<file path="src/rv_ls_pkg.sv">
package rv_ls_pkg;

    // datapath and instruction widths
    localparam int XLEN = 64;
    localparam int ILEN = 32;

    // major opcodes used by this stage
    localparam logic [6:0] OPC_LOAD   = 7'b0000011;
    localparam logic [6:0] OPC_STORE  = 7'b0100011;
    localparam logic [6:0] OPC_SYSTEM = 7'b1110011;

    // load/store funct3, stores use the signed codes for b/h/w/d
    localparam logic [2:0] MEM_B  = 3'b000;
    localparam logic [2:0] MEM_H  = 3'b001;
    localparam logic [2:0] MEM_W  = 3'b010;
    localparam logic [2:0] MEM_D  = 3'b011;
    localparam logic [2:0] MEM_BU = 3'b100;
    localparam logic [2:0] MEM_HU = 3'b101;
    localparam logic [2:0] MEM_WU = 3'b110;

    // csr funct3, immediate forms arrive with the operand already resolved
    localparam logic [2:0] CSR_RW  = 3'b001;
    localparam logic [2:0] CSR_RS  = 3'b010;
    localparam logic [2:0] CSR_RC  = 3'b011;
    localparam logic [2:0] CSR_RWI = 3'b101;
    localparam logic [2:0] CSR_RSI = 3'b110;
    localparam logic [2:0] CSR_RCI = 3'b111;

    // machine csr addresses
    localparam logic [11:0] CSR_MSTATUS = 12'h300;
    localparam logic [11:0] CSR_MTVEC   = 12'h305;
    localparam logic [11:0] CSR_MEPC    = 12'h341;
    localparam logic [11:0] CSR_MCAUSE  = 12'h342;

    // environment call from m-mode
    localparam logic [XLEN-1:0] CAUSE_ECALL_M = 64'd11;

    // S-format view of an instruction word
    typedef struct packed {
        logic [6:0] imm_hi;
        logic [4:0] rs2;
        logic [4:0] rs1;
        logic [2:0] funct3;
        logic [4:0] imm_lo;
        logic [6:0] opcode;
    } s_view_t;

    // I-format view, imm12 doubles as the csr address
    typedef struct packed {
        logic [11:0] imm12;
        logic [4:0]  rs1;
        logic [2:0]  funct3;
        logic [4:0]  rd;
        logic [6:0]  opcode;
    } i_view_t;

    typedef union packed {
        s_view_t s_view;
        i_view_t i_view;
    } instr_u;

    // decoded memory strobes
    typedef struct packed {
        logic       wren;
        logic       rden;
        logic [2:0] memop;
    } ls_ctrl_t;

    // one RAM access per cycle
    typedef struct packed {
        logic            wr_en;
        logic [31:0]     index;
        logic [XLEN-1:0] wr_data;
        logic [7:0]      byte_mask;
    } mem_req_t;

endpackage

</file>
<file path="src/ls_ctrl.sv">
module ls_ctrl
    import rv_ls_pkg::*;
(
    input  instr_u          instr_i,
    input  instr_u          instr_last_i,
    input  logic [XLEN-1:0] rs2_i,
    input  logic [XLEN-1:0] wb_data_i,
    output ls_ctrl_t        ctrl_o,
    output logic [XLEN-1:0] st_data_o
);

    logic last_is_load;
    logic rs2_hit;
    logic fwd_sel;

    // strobes straight from the opcode field
    always_comb begin
        ctrl_o.wren  = (instr_i.s_view.opcode == OPC_STORE);
        ctrl_o.rden  = (instr_i.i_view.opcode == OPC_LOAD);
        ctrl_o.memop = instr_i.i_view.funct3;
    end

    // older load has not reached the regfile yet
    assign last_is_load = (instr_last_i.i_view.opcode == OPC_LOAD);
    assign rs2_hit      = (instr_last_i.i_view.rd == instr_i.s_view.rs2);
    assign fwd_sel      = last_is_load && rs2_hit;

    // take the loaded value instead of the stale register
    always_comb begin
        if (fwd_sel) begin
            st_data_o = wb_data_i;
        end else begin
            st_data_o = rs2_i;
        end
    end

endmodule

</file>
<file path="config.mk">
export PLATFORM = sky130hd
export DESIGN_NAME = ls_ctrl
export DESIGN_NICKNAME = d
export VERILOG_FILES = /design/src/rv_ls_pkg.sv /design/src/ls_ctrl.sv
export SDC_FILE = /design/constraint.sdc
export NUM_CORES = 1
export LEC_CHECK = 0
export ABC_AREA = 1
export BUFFER_PORTS_ARGS = -buffer_cell sky130_fd_sc_hd__buf_2
export CAP_MARGIN = 20
export CORE_AREA = 2 2 102 104
export DETAILED_ROUTE_END_ITERATION = 8
export DIE_AREA = 0 0 104 106
export GPL_TIMING_DRIVEN = 0
export PLACE_DENSITY_LB_ADDON = 0.2
export SYNTH_ARGS = -nofsm -noshare
export SYNTH_HDL_FRONTEND = slang
export SYNTH_SLANG_ARGS = --single-unit
</file>
<file path="constraint.sdc">
create_clock -name vclk -period 2.8
set_clock_uncertainty 0.15 [all_clocks]
set_input_delay 0.14 -clock vclk [all_inputs]
set_output_delay 0.14 -clock vclk [all_outputs]
set_load 0.02 [all_outputs]
</file>
==> results.yml <==
run_status:
  outcome: "finished clean"
sta:
  setup_viol: 0
  finalSetupTns_ns: 0
  slew_headroom_pct: 79.79
  max_freq_mhz: 622.5
  timing_hold_violations_final: 0
  worst_slew_pin_slew_ns: 0.3021
  finalCriticalPeriod_ns: 1.607
  finalCritPeriodShare_pct: 57.38
  rsz0062_at_grt: "false"
  drv_slew: 0
yosys:
  yosys-top-cells-area: "nand2_1 (42%), nand3_1 (26%), buf_12 (9.5%)"
  yosysWarnings: 0
  synth_top_area_share_pct: 41.97
  avgSynthCellArea_sq_um: 5.100
  yosys.area.top_type: "nand2_1"
  netlist_area_sq_mm: 0.001270
  ys_types: 14
  syn-num-nets: 441
  syn_inst: 249
  yosysSeqAreaShare_pct: 0
worst_setup_path:
  cp_cell_sequence: "buf_2 > nor3_2 > nand2_1 > nor2_2 > clkbuf_8 > buf_12 > nand3_1 > nand2_1 > buf_2"
  slowest_delay_ns: 0.25
  critical_path_class: "primary input to output port"
  crit_buf_inv: 4
  cp_max_fo: 10
  crit_slowest_cell: "clkbuf_8"
  cp.arrival_ns: 1.32
  crit_path_end_kind: "output port"
  cp_top_family: "buffers and inverters"
  crit_cells: 9
  start_kind: "primary input"
  cp.required_ns: 2.51
global_route:
  grt_util_all_layers_pct: 9.053
  grt_max_degree: 11
  grt_pass1_wl_um: 8763
  globalRouteOverflowTotal: 0
  grt_pass1_vias: 2053
  antenna_found_initial: 0
floorplan:
  die_area_sq_mm: 0.01102
  boundaryPins: 261
  fp.dieH_um: 106
  start_util_pct: 12.70
  die_w_um: 104
  core.rowCount: 37
  core_area_sq_mm: 0.01000
power_and_ir_drop:
  p_leak_nw: 1.654
  ir_drop_mv: 0.03653
  powerDensity_mw_per_mm2: 114.4
layout:
  nets: 664
  layout-drive-gt1-share_pct: 52.77
  final_cell_area_sq_mm: 0.002546
  seq_cell_count: 0
  nClkBuffers: 0
  n_antenna_cell: 0
  register_area_sq_um: 0
  synthToLayoutAreaGrowth_pct: 100.5
placement:
  gp_congestion: 0.7762
  portBuffers: 221
  hpwl_um: 4973
  post_dp_cell_area_sq_mm: 0.002546
flow_run:
  cap_violations: 0
clock_network:
  cts_setup_buffers: 0
  ctsResizeCount: 0
  ctsHoldBuffers: 0
hold_path:
  worstHoldStart: "instr_i[14]"
  hold_path_end: "ctrl_o[2]"
  whs_path_depth: 2
  worstHoldPathType: "primary input to output port"
drt:
  ant_nets: 0
  drtPass1Iterations: 6
  drtIter0Drc: 129
  drt_wl_total_um: 5815
  num_vias: 2315
  wire_per_inst_um: 9.596
  drt-vias-per-instance: 3.820
  route.detailed.drc: 0
-- report_power, final --
| part | internal (mW) | total, mW | leakage (nW) | switching, mW |
|---|---|---|---|---|
| Clock | 0 | 0 | 0 | 0 |
| Combinational | 0.141 | 0.291 | 1.65 | 0.150 |
| Sequential | 0 | 0 | 0 | 0 |
-- layout by cell type, fill, tap and decap left out --
| master | Yosys | layout |
|---|---|---|
| buf_2 | 0 | 221 |
| nand2_1 | 142 | 142 |
| nand3_1 | 65 | 65 |
| inv_1 | 9 | 9 |
| buf_6 | 7 | 7 |
| clkbuf_8 | 6 | 6 |
| buf_12 | 6 | 6 |
| buf_4 | 4 | 4 |
| nor2_1 | 2 | 2 |
| nor2_2 | 2 | 2 |
| nor4_1 | 2 | 2 |
| xnor2_1 | 1 | 1 |
| xor2_1 | 1 | 1 |
| nor3_2 | 1 | 1 |
| nand2_2 | 1 | 1 |
-- area by class of cell --
class                           instances  area [sq um]
Fill cell                            1182          7453
Timing Repair Buffer                  221          1106
Multi-Input combinational cell        217         924.6
Buffer                                 23         311.5
Tap cell                              136         170.2
Inverter                                9         33.78
-- worst max path at each step --
| stage | start | endpoint | slack [ns] |
|---|---|---|---|
| 6_report | instr_last_i[6] | st_data_o[39] | 1.19 |
| 5_1_grt | instr_last_i[5] | st_data_o[55] | 1.01 |
| 4_1_cts | instr_last_i[6] | st_data_o[30] | 1.13 |
| 3_5_place_dp | instr_last_i[6] | st_data_o[30] | 1.13 |
| 3_3_place_gp | instr_last_i[6] | st_data_o[30] | 1.11 |
| 2_1_floorplan | instr_last_i[6] | st_data_o[0] | 1.47 |
-- synth_stat cells --
cell type and instances:
xor2_1 1, nand2_2 1, clkbuf_8 6, xnor2_1 1, nor3_2 1, buf_6 7, nand2_1 142, buf_12 6
nand3_1 65, nor4_1 2, nor2_1 2, buf_4 4, inv_1 9, nor2_2 2
-- stage by stage --
stage	hold slack [ns]	cells	utilization [%]	setup slack, ns	power (mW)
after floorplan	0.2124	249	-	1.469	0.1342
after detailed placement	0.3507	606	25.46	1.131	0.2928
final	0.3489	606	25.46	1.193	0.2914
after global routing	0.3534	606	25.46	1.009	0.3196
after CTS	0.3507	606	25.46	1.126	0.2940
after global placement	0.3495	606	25.46	1.110	0.2912
-- layer usage --
| metal | GRT usage, % | part of all wire, % | vias to the layer above |
|---|---|---|---|
| li1 | - | - | 1228 |
| met1 | 10.71 | 40 | 978 |
| met2 | 18.28 | 53 | 105 |
| met3 | 0.7971 | 7.2 | 4 |
| met4 | 0.5792 | 0.69 | 0 |
| met5 | 0 | 0 | - |
-- cell families (layout without fill, tap and decap cells) --
logic type             Yosys count  count (layout)  share of synthesized area, %
XOR/XNOR                         2               2                         1.380
buffers and inverters           32             253                         27.19
AND/OR/NAND/NOR                215             215                         71.43
Note: power is estimated with default switching activity, not from simulation.
