File: src/rv_ls_pkg.sv
package rv_ls_pkg;

    // datapath and instruction widths
    localparam int XLEN = 64;
    localparam int ILEN = 32;

    // major opcodes used by this stage
    localparam logic [6:0] OPC_LOAD   = 7'b0000011;
    localparam logic [6:0] OPC_STORE  = 7'b0100011;
    localparam logic [6:0] OPC_SYSTEM = 7'b1110011;

    // load/store funct3, stores use the signed codes for b/h/w/d
    localparam logic [2:0] MEM_B  = 3'b000;
    localparam logic [2:0] MEM_H  = 3'b001;
    localparam logic [2:0] MEM_W  = 3'b010;
    localparam logic [2:0] MEM_D  = 3'b011;
    localparam logic [2:0] MEM_BU = 3'b100;
    localparam logic [2:0] MEM_HU = 3'b101;
    localparam logic [2:0] MEM_WU = 3'b110;

    // csr funct3, immediate forms arrive with the operand already resolved
    localparam logic [2:0] CSR_RW  = 3'b001;
    localparam logic [2:0] CSR_RS  = 3'b010;
    localparam logic [2:0] CSR_RC  = 3'b011;
    localparam logic [2:0] CSR_RWI = 3'b101;
    localparam logic [2:0] CSR_RSI = 3'b110;
    localparam logic [2:0] CSR_RCI = 3'b111;

    // machine csr addresses
    localparam logic [11:0] CSR_MSTATUS = 12'h300;
    localparam logic [11:0] CSR_MTVEC   = 12'h305;
    localparam logic [11:0] CSR_MEPC    = 12'h341;
    localparam logic [11:0] CSR_MCAUSE  = 12'h342;

    // environment call from m-mode
    localparam logic [XLEN-1:0] CAUSE_ECALL_M = 64'd11;

    // S-format view of an instruction word
    typedef struct packed {
        logic [6:0] imm_hi;
        logic [4:0] rs2;
        logic [4:0] rs1;
        logic [2:0] funct3;
        logic [4:0] imm_lo;
        logic [6:0] opcode;
    } s_view_t;

    // I-format view, imm12 doubles as the csr address
    typedef struct packed {
        logic [11:0] imm12;
        logic [4:0]  rs1;
        logic [2:0]  funct3;
        logic [4:0]  rd;
        logic [6:0]  opcode;
    } i_view_t;

    typedef union packed {
        s_view_t s_view;
        i_view_t i_view;
    } instr_u;

    // decoded memory strobes
    typedef struct packed {
        logic       wren;
        logic       rden;
        logic [2:0] memop;
    } ls_ctrl_t;

    // one RAM access per cycle
    typedef struct packed {
        logic            wr_en;
        logic [31:0]     index;
        logic [XLEN-1:0] wr_data;
        logic [7:0]      byte_mask;
    } mem_req_t;

endpackage

File: src/lsu.sv
module lsu
    import rv_ls_pkg::*;
#(
    parameter int RAM_WORDS = 256
) (
    input  logic            clk,
    input  ls_ctrl_t        ctrl_i,
    input  logic [XLEN-1:0] addr_i,
    input  logic [XLEN-1:0] st_data_i,
    output mem_req_t        ram_req_o,
    input  logic [XLEN-1:0] ram_rdata_i,
    output logic [XLEN-1:0] ls_res_o
);

    logic [2:0]      byte_off;
    logic [7:0]      size_mask;
    logic            aligned;
    logic [XLEN-1:0] rd_shifted;
    logic [XLEN-1:0] rd_ext;

    assign byte_off = addr_i[2:0];

    // bytes touched by each access width
    always_comb begin
        case (ctrl_i.memop[1:0])
            2'b00:   size_mask = 8'b0000_0001;
            2'b01:   size_mask = 8'b0000_0011;
            2'b10:   size_mask = 8'b0000_1111;
            default: size_mask = 8'b1111_1111;
        endcase
    end

    // natural alignment per width
    always_comb begin
        case (ctrl_i.memop[1:0])
            2'b00:   aligned = 1'b1;
            2'b01:   aligned = (byte_off[0] == 1'b0);
            2'b10:   aligned = (byte_off[1:0] == 2'b00);
            default: aligned = (byte_off == 3'b000);
        endcase
    end

    // store path, data moved into its byte lane
    always_comb begin
        ram_req_o.wr_en     = ctrl_i.wren;
        ram_req_o.index     = addr_i[34:3];
        ram_req_o.wr_data   = st_data_i << {byte_off, 3'b000};
        ram_req_o.byte_mask = ctrl_i.wren ? (size_mask << byte_off) : 8'h00;
    end

    // load path, addressed item lands at bit 0
    assign rd_shifted = ram_rdata_i >> {byte_off, 3'b000};

    always_comb begin
        case (ctrl_i.memop)
            MEM_B:   rd_ext = {{56{rd_shifted[7]}}, rd_shifted[7:0]};
            MEM_H:   rd_ext = {{48{rd_shifted[15]}}, rd_shifted[15:0]};
            MEM_W:   rd_ext = {{32{rd_shifted[31]}}, rd_shifted[31:0]};
            MEM_D:   rd_ext = rd_shifted;
            MEM_BU:  rd_ext = {56'b0, rd_shifted[7:0]};
            MEM_HU:  rd_ext = {48'b0, rd_shifted[15:0]};
            MEM_WU:  rd_ext = {32'b0, rd_shifted[31:0]};
            default: rd_ext = '0;
        endcase
    end

    // quiet bus when nothing is loaded
    assign ls_res_o = ctrl_i.rden ? rd_ext : '0;

    // decoder never flags both directions
    a_single_dir: assert property (@(posedge clk) !(ctrl_i.wren && ctrl_i.rden))
        else $error("load and store strobes both set");

    // aligned accesses only, the RAM has no split path
    a_aligned: assert property (@(posedge clk)
        (ctrl_i.wren || ctrl_i.rden) |-> aligned)
        else $error("misaligned access at %h", addr_i);

    a_in_range: assert property (@(posedge clk)
        (ctrl_i.wren || ctrl_i.rden) |-> (ram_req_o.index < 32'(RAM_WORDS)))
        else $error("access beyond RAM at %h", addr_i);

endmodule

File: config.mk
export PLATFORM = sky130hd
export DESIGN_NAME = lsu
export DESIGN_NICKNAME = d
export VERILOG_FILES = /design/src/rv_ls_pkg.sv /design/src/lsu.sv
export SDC_FILE = /design/constraint.sdc
export NUM_CORES = 1
export LEC_CHECK = 0
export ABC_AREA = 1
export BUFFER_PORTS_ARGS = -buffer_cell sky130_fd_sc_hd__buf_2
export CAP_MARGIN = 15
export CELL_PAD_IN_SITES_DETAIL_PLACEMENT = 1
export CELL_PAD_IN_SITES_GLOBAL_PLACEMENT = 2
export CORE_MARGIN = 1
export CORE_UTILIZATION = 16
export DETAILED_ROUTE_END_ITERATION = 7
export PLACE_DENSITY = 0.9
export SYNTH_ARGS = -nofsm -noshare
export SYNTH_HDL_FRONTEND = slang
export SYNTH_SLANG_ARGS = --single-unit
File: constraint.sdc
create_clock -name vclk -period 2.7
set_clock_uncertainty 0.15 [all_clocks]
set_input_delay 0.54 -clock vclk [all_inputs]
set_output_delay 0.54 -clock vclk [all_outputs]
set_load 0.01 [all_outputs]
==> out/metrics.yaml <==
outcome: "complete, no violations"
timing.max_slew.rel_slack_pct: 66.6
timing.hold.worst_path_depth: 0
area_growth_syn_to_layout_pct: 47.5
post-route-cell-area_um2: 6450
post_drt_wl_per_cell_um: 17.3
hold_viol: 0
main_combinational_cell_family_by_area_after_synthesis: "simple AND/OR/NAND/NOR gates"
yosys.area.top_type_share_pct: 27.7
drc: 0
post_synth_adder_cell_area_pct: 0
rsz_0062_raised_after_global_routing: "yes"
synth_warnings: 0
place_ws_ns: -0.138
post_synth_and_or_nand_nor_area_fraction_pct: 54.0
register_area_um2: 0
power.static_leakage_nw: 3.66
slew_violations: 0
synth_seq_area_share_pct: 0
power_density_nw_per_um2: 191
min_path_type: "in2out"
finalWirelength_um: 26200
syn_area_um2: 4380
dpl.hpwl_um: 20300
critPathBufInv: 4
row_count: 60
first_global_vias: 7008
drt_first_iter_violations: 372
post_synth_main_area_contributors: "sky130_fd_sc_hd__nand2_1 28%, sky130_fd_sc_hd__nor2_1 12%, sky130_fd_sc_hd__o21ai_0 11%"
largest_delay_contributor_family_on_the_critical_path: "simple AND/OR/NAND/NOR gates"
min_cycle_time_layout_ns: 2.67
io_buffer_count: 273
vdd.ir_drop.worst_v: 0.0000499
place_area_um2: 6110
syn-instance-count: 946
crit_path_start_kind: "primary input"
core-area_um2: 26900
synth_compound_area_share_pct: 21.4
slowest_stage: "sky130_fd_sc_hd__clkbuf_16"
largest_net_degree_at_the_start_of_global_routing: 68
number_of_setup_violations_in_the_final_report: 0
min_to: "ram_req_o[72]"
antenna_left: 0
seq_cells: 0
cap_viol_max_count: 0
syn_area_per_cell_um2: 4.63
final_nets: 1369
grt_antenna_before_repair: 8
crit_arrival_ns: 1.98
io_pins: 367
post_synthesis_net_count: 1144
layout-drive-gt1-share_pct: 32.3
cp_max_fo: 22
drtPass1Iterations: 5
yosys.area_share.xor_xnor_pct: 0
crit_path_cell_trace: "buf_12, buf_12, nor2_4, nand2_1, nand2_1, nand3_2, nand3_4, clkbuf_16, nor2_1, nor2_1, buf_2"
yosys.area.top_type: "sky130_fd_sc_hd__nand2_1"
grt_overflow: 0
grt_first_pass_wirelength_um: 38700
min_from: "addr_i[3]"
critical_path_depth: 11
critPathMaxStageDelay_ns: 0.21
gp_routability_congestion: 0.871
ys_types: 27
yosys-mux-area-fraction_pct: 5.95
worst_tran_pin_value_ns: 0.500
horiz_die_dim_um: 167
cp.required_ns: 2.01
clock_buffers: 0
final.setup.worst_slack_ns: 0.0260
dieHeight_um: 167
max_freq_ghz: 0.374
setup.worst_path.class: "in2out"
layout_worst_path_cycle_share_pct: 99.0
floorplan.initialDensity_pct: 16.3
worstSetupEndpointType: "primary output"
fp.dieArea_um2: 28000
aggregate_global_route_resource_usage_pct: 17.2
vias: 7099
vias_per_cell: 4.70
==> repair_timing <==
action                     4_1_cts  5_1_grt
buffers inserted                 1        1
hold buffers                     0        0
setup endpoints to repair       50       54
pin swaps                        1        2
cloned                           1        6
gates resized for setup         12       37
==> worst max path at each step <==
| stage | startpoint | to | slack (ns) |
|---|---|---|---|
| after detailed placement | addr_i[1] | ls_res_o[37] | -0.14 |
| after global routing | addr_i[0] | ls_res_o[63] | -0.02 |
| after CTS | addr_i[0] | ram_req_o[58] | 0.005 |
| after global placement | addr_i[1] | ls_res_o[37] | -0.08 |
| after floorplan | addr_i[0] | ls_res_o[0] | 0.23 |
| final | addr_i[0] | ls_res_o[59] | 0.03 |
==> synthesized netlist by cell type, drive strengths merged (3+ instances only) <==
cell type and instances:
nor2 144, nand3 93, o21bai 3, buf 83, mux2i 26, a211oi 7, a21oi 37, o21ai 100
or2 10, clkbuf 28, o211ai 19, inv 55, nor3 12, nand2 324
==> stage by stage <==
stage / TNS, ns / instances / util, % / total power [mW] / hold WS, ns
after detailed placement: -2.86 / 1501 / 22.7 / 1.15 / 0.930
after global placement: -0.153 / 1501 / 22.7 / 1.14 / 0.930
after global routing: -0.196 / 1510 / 24.0 / 1.36 / 0.930
after CTS: 0 / 1503 / 23.0 / 1.18 / 0.930
final: 0 / 1511 / 24.0 / 1.23 / 0.930
after floorplan: 0 / 946 / - / 0.682 / 1.02
==> area by class of cell <==
type / count / area (um2)
fillers: 3725 / 20400
multi-input cells: 779 / 3670
well taps: 341 / 427
diodes: 1 / 2.50
repair buffers: 334 / 2130
inverters: 56 / 230
==> logic make-up after synthesis <==
family,Yosys count
and+or+nand+nor,583
AOI/OAI and AO/OA,170
buffers and inverters,167
muxes,26
==> power by group <==
| group | switching [mW] | internal [mW] |
|---|---|---|
| Clock | 0 | 0.0000000495 |
| Sequential | 0 | 0 |
| Combinational | 0.746 | 0.489 |
| Total | 0.746 | 0.489 |
==> routing by layer <==
layer | share of wire (%) | GRT usage [%] | up-vias
met5 | 0.39 | 0 | -
met2 | 47 | 29.8 | 270
li1 | - | - | 3467
met4 | 2.2 | 3.99 | 14
met3 | 7.0 | 3.57 | 53
met1 | 43 | 21.7 | 3295
==> cell usage in the layout, fill, tap and decap left out, types with 19 or more instances in the layout <==
master / n
sky130_fd_sc_hd__nand3_1: 84
sky130_fd_sc_hd__o21ai_0: 90
sky130_fd_sc_hd__nand2_1: 320
sky130_fd_sc_hd__inv_1: 52
sky130_fd_sc_hd__nor2_1: 128
sky130_fd_sc_hd__a21oi_1: 36
sky130_fd_sc_hd__buf_4: 42
sky130_fd_sc_hd__o211ai_1: 19
sky130_fd_sc_hd__buf_2: 271
sky130_fd_sc_hd__mux2i_1: 26
No activity file was read; power rests on OpenSTA's default activity.
