File: config.mk
export PLATFORM = sky130hd
export DESIGN_NAME = csr_unit
export DESIGN_NICKNAME = d
export VERILOG_FILES = /design/src/rv_ls_pkg.sv /design/src/csr_unit.sv
export SDC_FILE = /design/constraint.sdc
export NUM_CORES = 1
export LEC_CHECK = 0
export BUFFER_PORTS_ARGS = -buffer_cell sky130_fd_sc_hd__buf_2
export CAP_MARGIN = 15
export CORE_MARGIN = 3
export CORE_UTILIZATION = 30
export DETAILED_ROUTE_END_ITERATION = 10
export SYNTH_ARGS = -nofsm -noshare
export SYNTH_HDL_FRONTEND = slang
export SYNTH_SLANG_ARGS = --single-unit
File: constraint.sdc
create_clock -name clk -period 4.8 [get_ports clk]
set_input_delay 1.2 -clock clk [delete_from_list [all_inputs] [get_ports clk]]
set_output_delay 1.2 -clock clk [all_outputs]
set_load 0.02 [all_outputs]
File: src/rv_ls_pkg.sv
package rv_ls_pkg;

    // datapath and instruction widths
    localparam int XLEN = 64;
    localparam int ILEN = 32;

    // major opcodes used by this stage
    localparam logic [6:0] OPC_LOAD   = 7'b0000011;
    localparam logic [6:0] OPC_STORE  = 7'b0100011;
    localparam logic [6:0] OPC_SYSTEM = 7'b1110011;

    // load/store funct3, stores use the signed codes for b/h/w/d
    localparam logic [2:0] MEM_B  = 3'b000;
    localparam logic [2:0] MEM_H  = 3'b001;
    localparam logic [2:0] MEM_W  = 3'b010;
    localparam logic [2:0] MEM_D  = 3'b011;
    localparam logic [2:0] MEM_BU = 3'b100;
    localparam logic [2:0] MEM_HU = 3'b101;
    localparam logic [2:0] MEM_WU = 3'b110;

    // csr funct3, immediate forms arrive with the operand already resolved
    localparam logic [2:0] CSR_RW  = 3'b001;
    localparam logic [2:0] CSR_RS  = 3'b010;
    localparam logic [2:0] CSR_RC  = 3'b011;
    localparam logic [2:0] CSR_RWI = 3'b101;
    localparam logic [2:0] CSR_RSI = 3'b110;
    localparam logic [2:0] CSR_RCI = 3'b111;

    // machine csr addresses
    localparam logic [11:0] CSR_MSTATUS = 12'h300;
    localparam logic [11:0] CSR_MTVEC   = 12'h305;
    localparam logic [11:0] CSR_MEPC    = 12'h341;
    localparam logic [11:0] CSR_MCAUSE  = 12'h342;

    // environment call from m-mode
    localparam logic [XLEN-1:0] CAUSE_ECALL_M = 64'd11;

    // S-format view of an instruction word
    typedef struct packed {
        logic [6:0] imm_hi;
        logic [4:0] rs2;
        logic [4:0] rs1;
        logic [2:0] funct3;
        logic [4:0] imm_lo;
        logic [6:0] opcode;
    } s_view_t;

    // I-format view, imm12 doubles as the csr address
    typedef struct packed {
        logic [11:0] imm12;
        logic [4:0]  rs1;
        logic [2:0]  funct3;
        logic [4:0]  rd;
        logic [6:0]  opcode;
    } i_view_t;

    typedef union packed {
        s_view_t s_view;
        i_view_t i_view;
    } instr_u;

    // decoded memory strobes
    typedef struct packed {
        logic       wren;
        logic       rden;
        logic [2:0] memop;
    } ls_ctrl_t;

    // one RAM access per cycle
    typedef struct packed {
        logic            wr_en;
        logic [31:0]     index;
        logic [XLEN-1:0] wr_data;
        logic [7:0]      byte_mask;
    } mem_req_t;

endpackage

File: src/csr_unit.sv
module csr_unit
    import rv_ls_pkg::*;
#(
    parameter logic [XLEN-1:0] MTVEC_RESET = 64'h0000_0000_8000_0000
) (
    input  logic            clk,
    input  logic            reset_i,
    input  instr_u          instr_i,
    input  logic [XLEN-1:0] operand_i,
    input  logic [XLEN-1:0] pc_i,
    input  logic            trap_i,
    output logic [XLEN-1:0] csr_data_o,
    output logic [XLEN-1:0] mtvec_o,
    output logic [XLEN-1:0] mepc_o
);

    logic [XLEN-1:0] mstatus_q;
    logic [XLEN-1:0] mtvec_q;
    logic [XLEN-1:0] mepc_q;
    logic [XLEN-1:0] mcause_q;

    logic [11:0]     csr_addr;
    logic [2:0]      funct3;
    logic            is_csr;
    logic            addr_hit;
    logic            csr_we;
    logic [XLEN-1:0] old_val;
    logic [XLEN-1:0] new_val;

    assign csr_addr = instr_i.i_view.imm12;
    assign funct3   = instr_i.i_view.funct3;

    // SYSTEM with a csr funct3, ecall/ebreak use funct3 0
    always_comb begin
        is_csr = 1'b0;
        if (instr_i.i_view.opcode == OPC_SYSTEM) begin
            case (funct3)
                CSR_RW, CSR_RS, CSR_RC, CSR_RWI, CSR_RSI, CSR_RCI: is_csr = 1'b1;
                default: is_csr = 1'b0;
            endcase
        end
    end

    // old value, unknown addresses read as zero
    always_comb begin
        addr_hit = 1'b1;
        case (csr_addr)
            CSR_MSTATUS: old_val = mstatus_q;
            CSR_MTVEC:   old_val = mtvec_q;
            CSR_MEPC:    old_val = mepc_q;
            CSR_MCAUSE:  old_val = mcause_q;
            default: begin
                old_val  = '0;
                addr_hit = 1'b0;
            end
        endcase
    end

    always_comb begin
        case (funct3)
            CSR_RW, CSR_RWI: new_val = operand_i;
            CSR_RS, CSR_RSI: new_val = old_val | operand_i;
            CSR_RC, CSR_RCI: new_val = old_val & ~operand_i;
            default:         new_val = old_val;
        endcase
    end

    // a trapping instruction does not retire its csr write
    assign csr_we = is_csr && addr_hit && !trap_i;

    always_ff @(posedge clk) begin
        if (reset_i) begin
            mstatus_q <= '0;
            mtvec_q   <= MTVEC_RESET;
            mepc_q    <= '0;
            mcause_q  <= '0;
        end else if (trap_i) begin
            mepc_q   <= pc_i;
            mcause_q <= CAUSE_ECALL_M;
        end else if (csr_we) begin
            case (csr_addr)
                CSR_MSTATUS: mstatus_q <= new_val;
                // direct mode only, base is word aligned
                CSR_MTVEC:   mtvec_q <= {new_val[XLEN-1:2], 2'b00};
                CSR_MEPC:    mepc_q <= new_val;
                default:     mcause_q <= new_val;
            endcase
        end
    end

    assign csr_data_o = is_csr ? old_val : '0;
    assign mtvec_o    = mtvec_q;
    assign mepc_o     = mepc_q;

    // holds for the reset value as well as every write
    a_mtvec_align: assert property (@(posedge clk) disable iff (reset_i)
        mtvec_o[1:0] == 2'b00)
        else $error("mtvec base not word aligned");

endmodule

==> results_dict.tcl, run 1 <==
set metrics [dict create \
    drc 0 \
    ys_warn_count 0 \
    rsz0062_at_grt "false" \
    place_inst 2400 \
    dp_worst_setup_slack_ns 0.563 \
    coreArea_sq_um 44400 \
    grt_overflow_total 0 \
    met1_usage_pct 32.1 \
    gp_congestion 0.796 \
    met3_usage_pct 4.06 \
    r2r_setup_slack_ns 2.93 \
    worst_ir_drop_vdd_mv 0.241 \
    grt_max_degree 66 \
    cts.sinks 254 \
    grt_busiest_layer "met2" \
    dp_hpwl_microns 37500 \
    max-slew-margin-rel_pct 24.6 \
    period_minus_slack_ns 4.29 \
    drtAntennaViolNets 0 \
    die_x_microns 218 \
    synthTopCellsByArea "dfxtp_1 38%, o21ai_0 6.1%, a21oi_1 6.0%" \
    syn_area_per_cell_sq_um 8.49 \
    clock_latency_ns 0.57 \
    grt_pass1_wl_microns 88000 \
    path_class "in2out" \
    rows 77 \
    tns_ns 0 \
    setup_viol 0 \
    nNetsFinal 2004 \
    clk_pin_slew_ns 0.06 \
    crit_path_max_fanout 15 \
    stdcell_count 2456 \
    wire_per_inst_microns 24.4 \
    fin_crit_sh_pct 89.4 \
    holdBufCountCts 0 \
    cts_root_buf "clkbuf_16" \
    post_cts_resized 0 \
    tightest_slew_ns 1.13 \
    async_flop_share_pct 0 \
    netlist_top_cells_count "254 x dfxtp_1, 164 x o21ai_0, 162 x a21oi_1, 126 x clkbuf_1, 80 x and3b_1" \
    vias 14398 \
    clock.fmax_mhz 233 \
    portBuffers 341 \
    synth_area_leader_cell "dfxtp_1" \
    die_height_microns 218 \
    drt-total-wl_microns 59900 \
    post_cts_buffers 0 \
    drive_gt1_share_pct 27.6 \
    drv_slew 0 \
    cts-buffers-inserted 31 \
    synth_area_sq_um 13500 \
    floorplan.initialDensity_pct 30.5 \
    cap_violations 0 \
    grt_pass1_vias 14054 \
    final_area_sq_um 16800 \
    critPathArrivalTime_ns 3.09 \
    io_pins 355 \
    ys_ff_latch 254 \
    grt_use_total_pct 23.7 \
    vias_per_cell 5.86 \
    antenna_found_initial 6 \
    synth.top_cell.area_share_pct 37.6 \
    cts_buffer_depth 3 \
    min_path_type "reg2reg" \
    placed_cell_area_sq_um 15800 \
    synth_edf_count 0 \
    layout_setup_ws_ns 0.507 \
    cts_tree "yes" \
    drt_iter0_markers 1128 \
    dr.pass1.iters 5 \
    clock-skew-final_ns 0.0114 \
    powerDensity_nw_per_um2 306 \
    end_kind "output pin" \
    ctsHtreeMaxLevel 1 \
    finalHoldViolations 0 \
    use_met2_pct 39.1 \
    seq_area_frac_synth_pct 37.6 \
    outcome "complete, no violations" \
    yosysMostFrequentCell "dfxtp_1" \
    start_kind "input pin" \
    area_delta_synth_final_pct 24.1 \
    die-area_sq_um 47700 \
    ys_types 56 \
    synth_cells 1593 \
    worstPathRequired_ns 3.60 \
    ys.flop_type "dfxtp_1" \
    p_leak_uw 0.00668 \
]
==> through the flow <==
step / hold WS (ns) / power, uW / util [%]
floorplan: 0.423 / 2560 / -
CTS: 0.457 / 5170 / 37.8
detailed placement: 0.443 / 2830 / 35.5
global placement: 0.436 / 2820 / 35.5
finish: 0.460 / 5140 / 37.8
global route: 0.474 / 5310 / 37.8
==> layer usage <==
layer  vias up  wire length, microns
met5         -                    34
met1      6998                 26000
li1       6520                     -
met3       115                  5040
met2       759                 27400
met4         6                  1400
==> path summary, 6_finish.rpt <==
kind,from,to,cells after the start
hold / removal,mstatus_q[52],mstatus_q[52],1
setup reg to reg,mstatus_q[6],mcause_q[6],5
setup / recovery,instr_i[22],csr_data_o[3],8
hold reg to reg,mstatus_q[52],mstatus_q[52],1
==> layout by cell type, fill, tap and decap left out, types with 15 or more instances in the layout <==
| cell type | count |
|---|---|
| or3b_2 | 15 |
| a22oi_1 | 57 |
| buf_4 | 46 |
| o22ai_1 | 42 |
| and2_1 | 43 |
| o2bb2ai_1 | 64 |
| and3b_1 | 80 |
| nor2b_1 | 18 |
| o21ai_1 | 30 |
| o21a_1 | 15 |
| and3_1 | 38 |
| nand3b_1 | 16 |
| a22o_1 | 36 |
| clkbuf_16 | 31 |
| xor2_1 | 40 |
| a32oi_1 | 26 |
| nor2_1 | 50 |
| nand2_1 | 76 |
| o211ai_1 | 15 |
| buf_2 | 338 |
| a21oi_1 | 162 |
| o21ai_0 | 164 |
| a41oi_1 | 35 |
| dfxtp_1 | 254 |
| nand3_1 | 23 |
==> area by class of cell <==
type                    instances  area (sq um)
well taps                     592           741
diodes                          2          5.00
fillers                      4524         27600
multi-input cells            1160          7790
flip-flops and latches        254          5080
clock buffers                  45           898
inverters                       4          15.0
repair buffers                390          2160
clock inverters                 9           100
==> state kept, by name, summed over array words and instances, names as in the netlist <==
signal and cells:
mtvec_o 62, mepc_o 64, mstatus_q 64, mcause_q 64
==> where the power goes <==
part / internal, uW / total (uW) / switching, uW / leakage [uW]
Clock: 1390 / 2350 / 956 / 0.000489
Sequential: 2140 / 2170 / 29.0 / 0.00206
Combinational: 213 / 617 / 404 / 0.00414
Total: 3750 / 5140 / 1390 / 0.00668
==> worst max-delay path, stage by stage <==
cell and delay, ns:
buf_2 0.23, buf_4 0.28, nand2b_1 0.37, buf_4 0.28, a21oi_1 0.06, o21ai_0 0.41, nor2_1 0.08, buf_2 0.17
==> cells by family after synthesis <==
kind of cell	after synthesis	share of synthesized area, %
other	1	0.0277
xor gates and xnor gates	48	3.11
AOI/OAI and AO/OA	715	35.6
buffers and inverters	180	5.65
and+or+nand+nor	395	18.0
DFF	254	37.6
Power figures use the tool's default switching activity.
==> run 2: changes to the inputs <==
Settings changed: CORE_UTILIZATION 30 to 50, PLACE_DENSITY from default to 0.76.
==> run 2 against run 1 <==
- combinational power is 3% lower
- count of clock-buffer cells in the layout is 5 lower
- setup slack worse by 0.15 ns
- sequential power hardly changed
- clock power is 3% lower
- highest routed layer unchanged
==> results_dict.tcl, run 2 (same netlist as run 1, synthesis figures left out) <==
set metrics [dict create \
    outcome "complete, no violations" \
    min_path_type "reg2reg" \
    start_kind "input pin" \
    antenna_found_initial 7 \
    crit_top_cell "buf_2" \
    die-area_sq_um 29100 \
    cts-buffers-inserted 28 \
    r2r-start "mstatus_q[29]" \
    cpMaxStageDelayCell "nor2_1" \
    comb_power_share_pct 11.9 \
    drt-total-wl_microns 52200 \
    crit_chain "buf_2, nor4_4, nand2_2, nor2_1, o21ai_4, buf_4, a21oi_1, buf_2" \
    drv_slew 0 \
    p_clk_share_pct 45.0 \
    grt_max_degree 88 \
    drtAntennaViolNets 0 \
    cap_violations 0 \
    worst_ir_drop_vdd_mv 0.228 \
    grt_use_total_pct 34.0 \
    switching_share_pct 26.1 \
    rsz0062_at_grt "false" \
    portBuffers 341 \
    vias 14614 \
    period_minus_slack_ns 4.44 \
    cts_tree "yes" \
    reg2reg_depth 5 \
    grt_overflow_total 0 \
    dr.pass1.iters 6 \
    cts.sinks 254 \
    end_kind "output pin" \
    setup_viol 0 \
    critPathArrivalTime_ns 3.24 \
    hold_end "mstatus_q[38]" \
    clock-skew-final_ns 0.0117 \
    drt_iter0_markers 1512 \
    post_cts_resized 0 \
    final_common_cell "buf_2" \
    fin_crit_sh_pct 92.5 \
    finalHoldViolations 0 \
    pwr-share-seq_pct 43.1 \
    tns_ns 0 \
    finalPower_uw 5040 \
    die_height_microns 170 \
    cts_buffer_depth 3 \
    nNetsFinal 2002 \
    holdBufCountCts 0 \
    die_x_microns 170 \
    min_path_cells 1 \
    p_leak_uw 0.00667 \
    drive_gt1_share_pct 27.5 \
    hold_start "mstatus_q[38]" \
    grt_pass1_wl_microns 79100 \
    coreArea_sq_um 26400 \
    ctsHtreeMaxLevel 1 \
    tightest_slew_ns 1.16 \
    grt_pass1_vias 14272 \
    vias_per_cell 6.65 \
    io_pins 355 \
    worstPathRequired_ns 3.60 \
    cts_root_buf "clkbuf_16" \
    p_int_uw 3720 \
    r2r_end "mcause_q[29]" \
    clock.fmax_mhz 225 \
    dp_hpwl_microns 32700 \
    gp_congestion 0.877 \
    area_delta_synth_final_pct 21.4 \
    post_cts_buffers 0 \
    critPathMaxStageDelay_ns 0.42 \
    layout_common_cells "339 x buf_2, 254 x dfxtp_1, 164 x o21ai_0, 162 x a21oi_1, 80 x and3b_1" \
    powerDensity_nw_per_um2 307 \
    rows 59 \
    crit_path_max_fanout 19 \
    clk_pin_slew_ns 0.06 \
    clock_latency_ns 0.54 \
    max-slew-margin-rel_pct 22.2 \
    r2r_setup_slack_ns 2.98 \
    layout_setup_ws_ns 0.358 \
    drc 0 \
    path_class "in2out" \
    floorplan.initialDensity_pct 51.3 \
    dp_worst_setup_slack_ns 0.446 \
    p_switching_uw 1320 \
    wire_per_inst_microns 23.8 \
]
run 2: stage by stage:
| stage | instance area [sq um] | std cells | utilization [%] | hold WS, ns |
|---|---|---|---|---|
| floorplan | 13500 | 1594 | - | 0.423 |
| global placement | 15400 | 2144 | 58.6 | 0.436 |
| detailed placement | 15400 | 2144 | 58.6 | 0.439 |
| CTS | 16400 | 2195 | 62.3 | 0.458 |
| global route | 16400 | 2197 | 62.3 | 0.475 |
| finish | 16400 | 2197 | 62.3 | 0.459 |
run 2: area by class of cell:
type	instances	area [sq um]
antenna	2	5.00
clock buffer	40	837
clock inverter	11	135
fill	2253	9930
inverter	4	15.0
multi-input combinational	1160	7770
sequential	254	5080
tap	335	419
timing repair buffer	391	2150
run 2: worst max-delay path: cells and delay by family:
kind,cells,cell delay (ns)
and+or+nand+nor,3,0.90
buffers and inverters,3,0.62
AOI/OAI and AO/OA,2,0.51
run 2: power groups by stage:
stage               clock [uW]  sequential [uW]  combinational (uW)
floorplan                    0             2250                 309
global placement             0             2220                 571
detailed placement           0             2220                 582
CTS                       2270             2170                 584
global route              2360             2170                 636
finish                    2270             2170                 598
run 2: worst max path at each step:
stage | slack, ns | depth (start not counted) | end | start
floorplan | 0.77 | 7 | csr_data_o[10] | instr_i[20]
global placement | 0.42 | 8 | csr_data_o[34] | instr_i[23]
detailed placement | 0.45 | 8 | csr_data_o[35] | instr_i[23]
CTS | 0.39 | 8 | csr_data_o[35] | instr_i[23]
global route | 0.29 | 8 | csr_data_o[8] | instr_i[23]
finish | 0.36 | 8 | csr_data_o[8] | instr_i[23]
run 2: metal layers:
| layer | up-vias | global-route usage, % | wire (microns) |
|---|---|---|---|
| met5 | - | 0 | 56 |
| met4 | 10 | 14.0 | 1860 |
| met3 | 160 | 7.49 | 5620 |
| met2 | 927 | 56.0 | 24000 |
| met1 | 7000 | 43.3 | 20600 |
| li1 | 6517 | - | - |
==> run 3: changes to the inputs <==
Settings changed: BUFFER_PORTS_ARGS -buffer_cell sky130_fd_sc_hd__buf_2 to -buffer_cell sky130_fd_sc_hd__buf_4, REMOVE_ABC_BUFFERS from default to 1.
==> run 3 against run 2 <==
- total power up 1.8%
- setup slack improved by 0.059 ns
- global-route usage increased by 1.1 points
- clock power increased by 2%
- non-clock buffer count down 3
- via count decreased by 0.24%
- hold slack got worse by 0.0021 ns
- flip-flop and latch count stayed put
- sequential power is essentially flat
- clock skew shrank 0.0010 ns
- critical endpoint is now csr_data_o[31]
- sequential share of layout area decreased by 1.5 points
==> results_dict.tcl, run 3 (same netlist as run 1, synthesis figures left out) <==
set metrics [dict create \
    outcome "complete, no violations" \
    finalHoldViolations 0 \
    min_path_type "reg2reg" \
    clock-skew-final_ns 0.0107 \
    floorplan.initialDensity_pct 51.3 \
    dr.pass1.iters 5 \
    portBuffers 341 \
    clock.fmax_mhz 228 \
    cts.sinks 254 \
    drive_gt1_share_pct 27.3 \
    grt_overflow_total 0 \
    reg2reg_depth 5 \
    drt_iter0_markers 1693 \
    drc 0 \
    cp-startpoint "instr_i[20]" \
    fin_crit_sh_pct 91.3 \
    drtAntennaViolNets 0 \
    rsz0062_at_grt "false" \
    max-slew-margin-rel_pct 27.5 \
    vias 14579 \
    period_minus_slack_ns 4.38 \
    worst_ir_drop_vdd_mv 0.241 \
    tightest_slew_ns 1.08 \
    nNetsFinal 1999 \
    end_kind "output pin" \
    drv_slew 0 \
    post_cts_buffers 0 \
    ctsHtreeMaxLevel 1 \
    r2r-start "mstatus_q[29]" \
    gp_congestion 0.870 \
    layout_common_cells "383 x buf_4, 254 x dfxtp_1, 164 x o21ai_0, 162 x a21oi_1, 80 x and3b_1" \
    final_common_cell "buf_4" \
    holdBufCountCts 0 \
    p_int_uw 3800 \
    cts_tree "yes" \
    die-area_sq_um 29100 \
    vias_per_cell 6.65 \
    crit_path_max_fanout 29 \
    area_delta_synth_final_pct 27.4 \
    dp_hpwl_microns 33100 \
    cts_buffer_depth 3 \
    r2r_setup_slack_ns 2.96 \
    cts-buffers-inserted 28 \
    p_leak_uw 0.00679 \
    critPathArrivalTime_ns 3.18 \
    die_height_microns 170 \
    switching_share_pct 26.0 \
    post_cts_resized 0 \
    endpoint "csr_data_o[31]" \
    grt_pass1_vias 14188 \
    setup_viol 0 \
    hold_start "mstatus_q[0]" \
    drt-total-wl_microns 53600 \
    start_kind "input pin" \
    cap_violations 0 \
    powerDensity_nw_per_um2 297 \
    path_class "in2out" \
    grt_use_total_pct 35.0 \
    coreArea_sq_um 26400 \
    comb_power_share_pct 12.7 \
    final_core_util_pct 65.4 \
    cts_root_buf "clkbuf_16" \
    rows 59 \
    die_x_microns 170 \
    clock_latency_ns 0.54 \
    wire_per_inst_microns 24.5 \
    pwr-share-seq_pct 42.4 \
    clk_pin_slew_ns 0.06 \
    grt_pass1_wl_microns 81100 \
    p_switching_uw 1330 \
    io_pins 355 \
    finalPower_uw 5130 \
    worstPathRequired_ns 3.60 \
    antenna_found_initial 1 \
    tns_ns 0 \
    grt_max_degree 95 \
    p_clk_share_pct 44.9 \
    r2r_end "mcause_q[29]" \
]
## run 3: worst max-delay path, stage by stage
cell,delay (ns)
buf_4,0.31
nor4bb_4,0.65
buf_4,0.37
a22oi_1,0.15
a21oi_1,0.27
buf_4,0.19
## run 3: worst min path at each step
stage | endpoint | slack (ns) | cells past startpoint
final | mstatus_q[0] | 0.46 | 1
after global routing | mstatus_q[62] | 0.48 | 1
after CTS | mstatus_q[0] | 0.46 | 1
after detailed placement | mstatus_q[47] | 0.44 | 1
after global placement | mstatus_q[62] | 0.44 | 1
after floorplan | mstatus_q[62] | 0.42 | 1
## run 3: cell type report
cell class	count	area [sq um]
Clock inverter	11	161
Tap cell	335	419
Antenna cell	1	2.50
Sequential cell	254	5080
Fill cell	2228	9110
Inverter	4	15.0
Timing Repair Buffer	388	2980
Multi-Input combinational cell	1160	7770
Clock buffer	38	810
## run 3: stage by stage
step	cell area [sq um]	worst slack, ns	instances	hold slack [ns]
3_5_place_dp	16200	0.467	2140	0.440
3_3_place_gp	16200	0.461	2140	0.437
2_1_floorplan	12800	-4.02	1418	0.423
4_1_cts	17200	0.452	2189	0.457
6_report	17200	0.417	2191	0.457
5_1_grt	17200	0.355	2190	0.483
## run 3: layer usage
metal  vias to the layer above  track usage (%)  part of all wire [%]
li1                       6514                -                     -
met1                      6940             45.0                    39
met2                       980             58.5                    46
met3                       143             7.35                    11
met4                         2             12.6                   3.2
met5                         -                0                 0.024
## run 3: power groups by stage
stage,combinational [uW],sequential (uW),clock [uW]
finish,651,2170,2310
global route,690,2180,2400
CTS,638,2170,2300
detailed placement,635,2220,0
global placement,625,2220,0
floorplan,248,2250,0
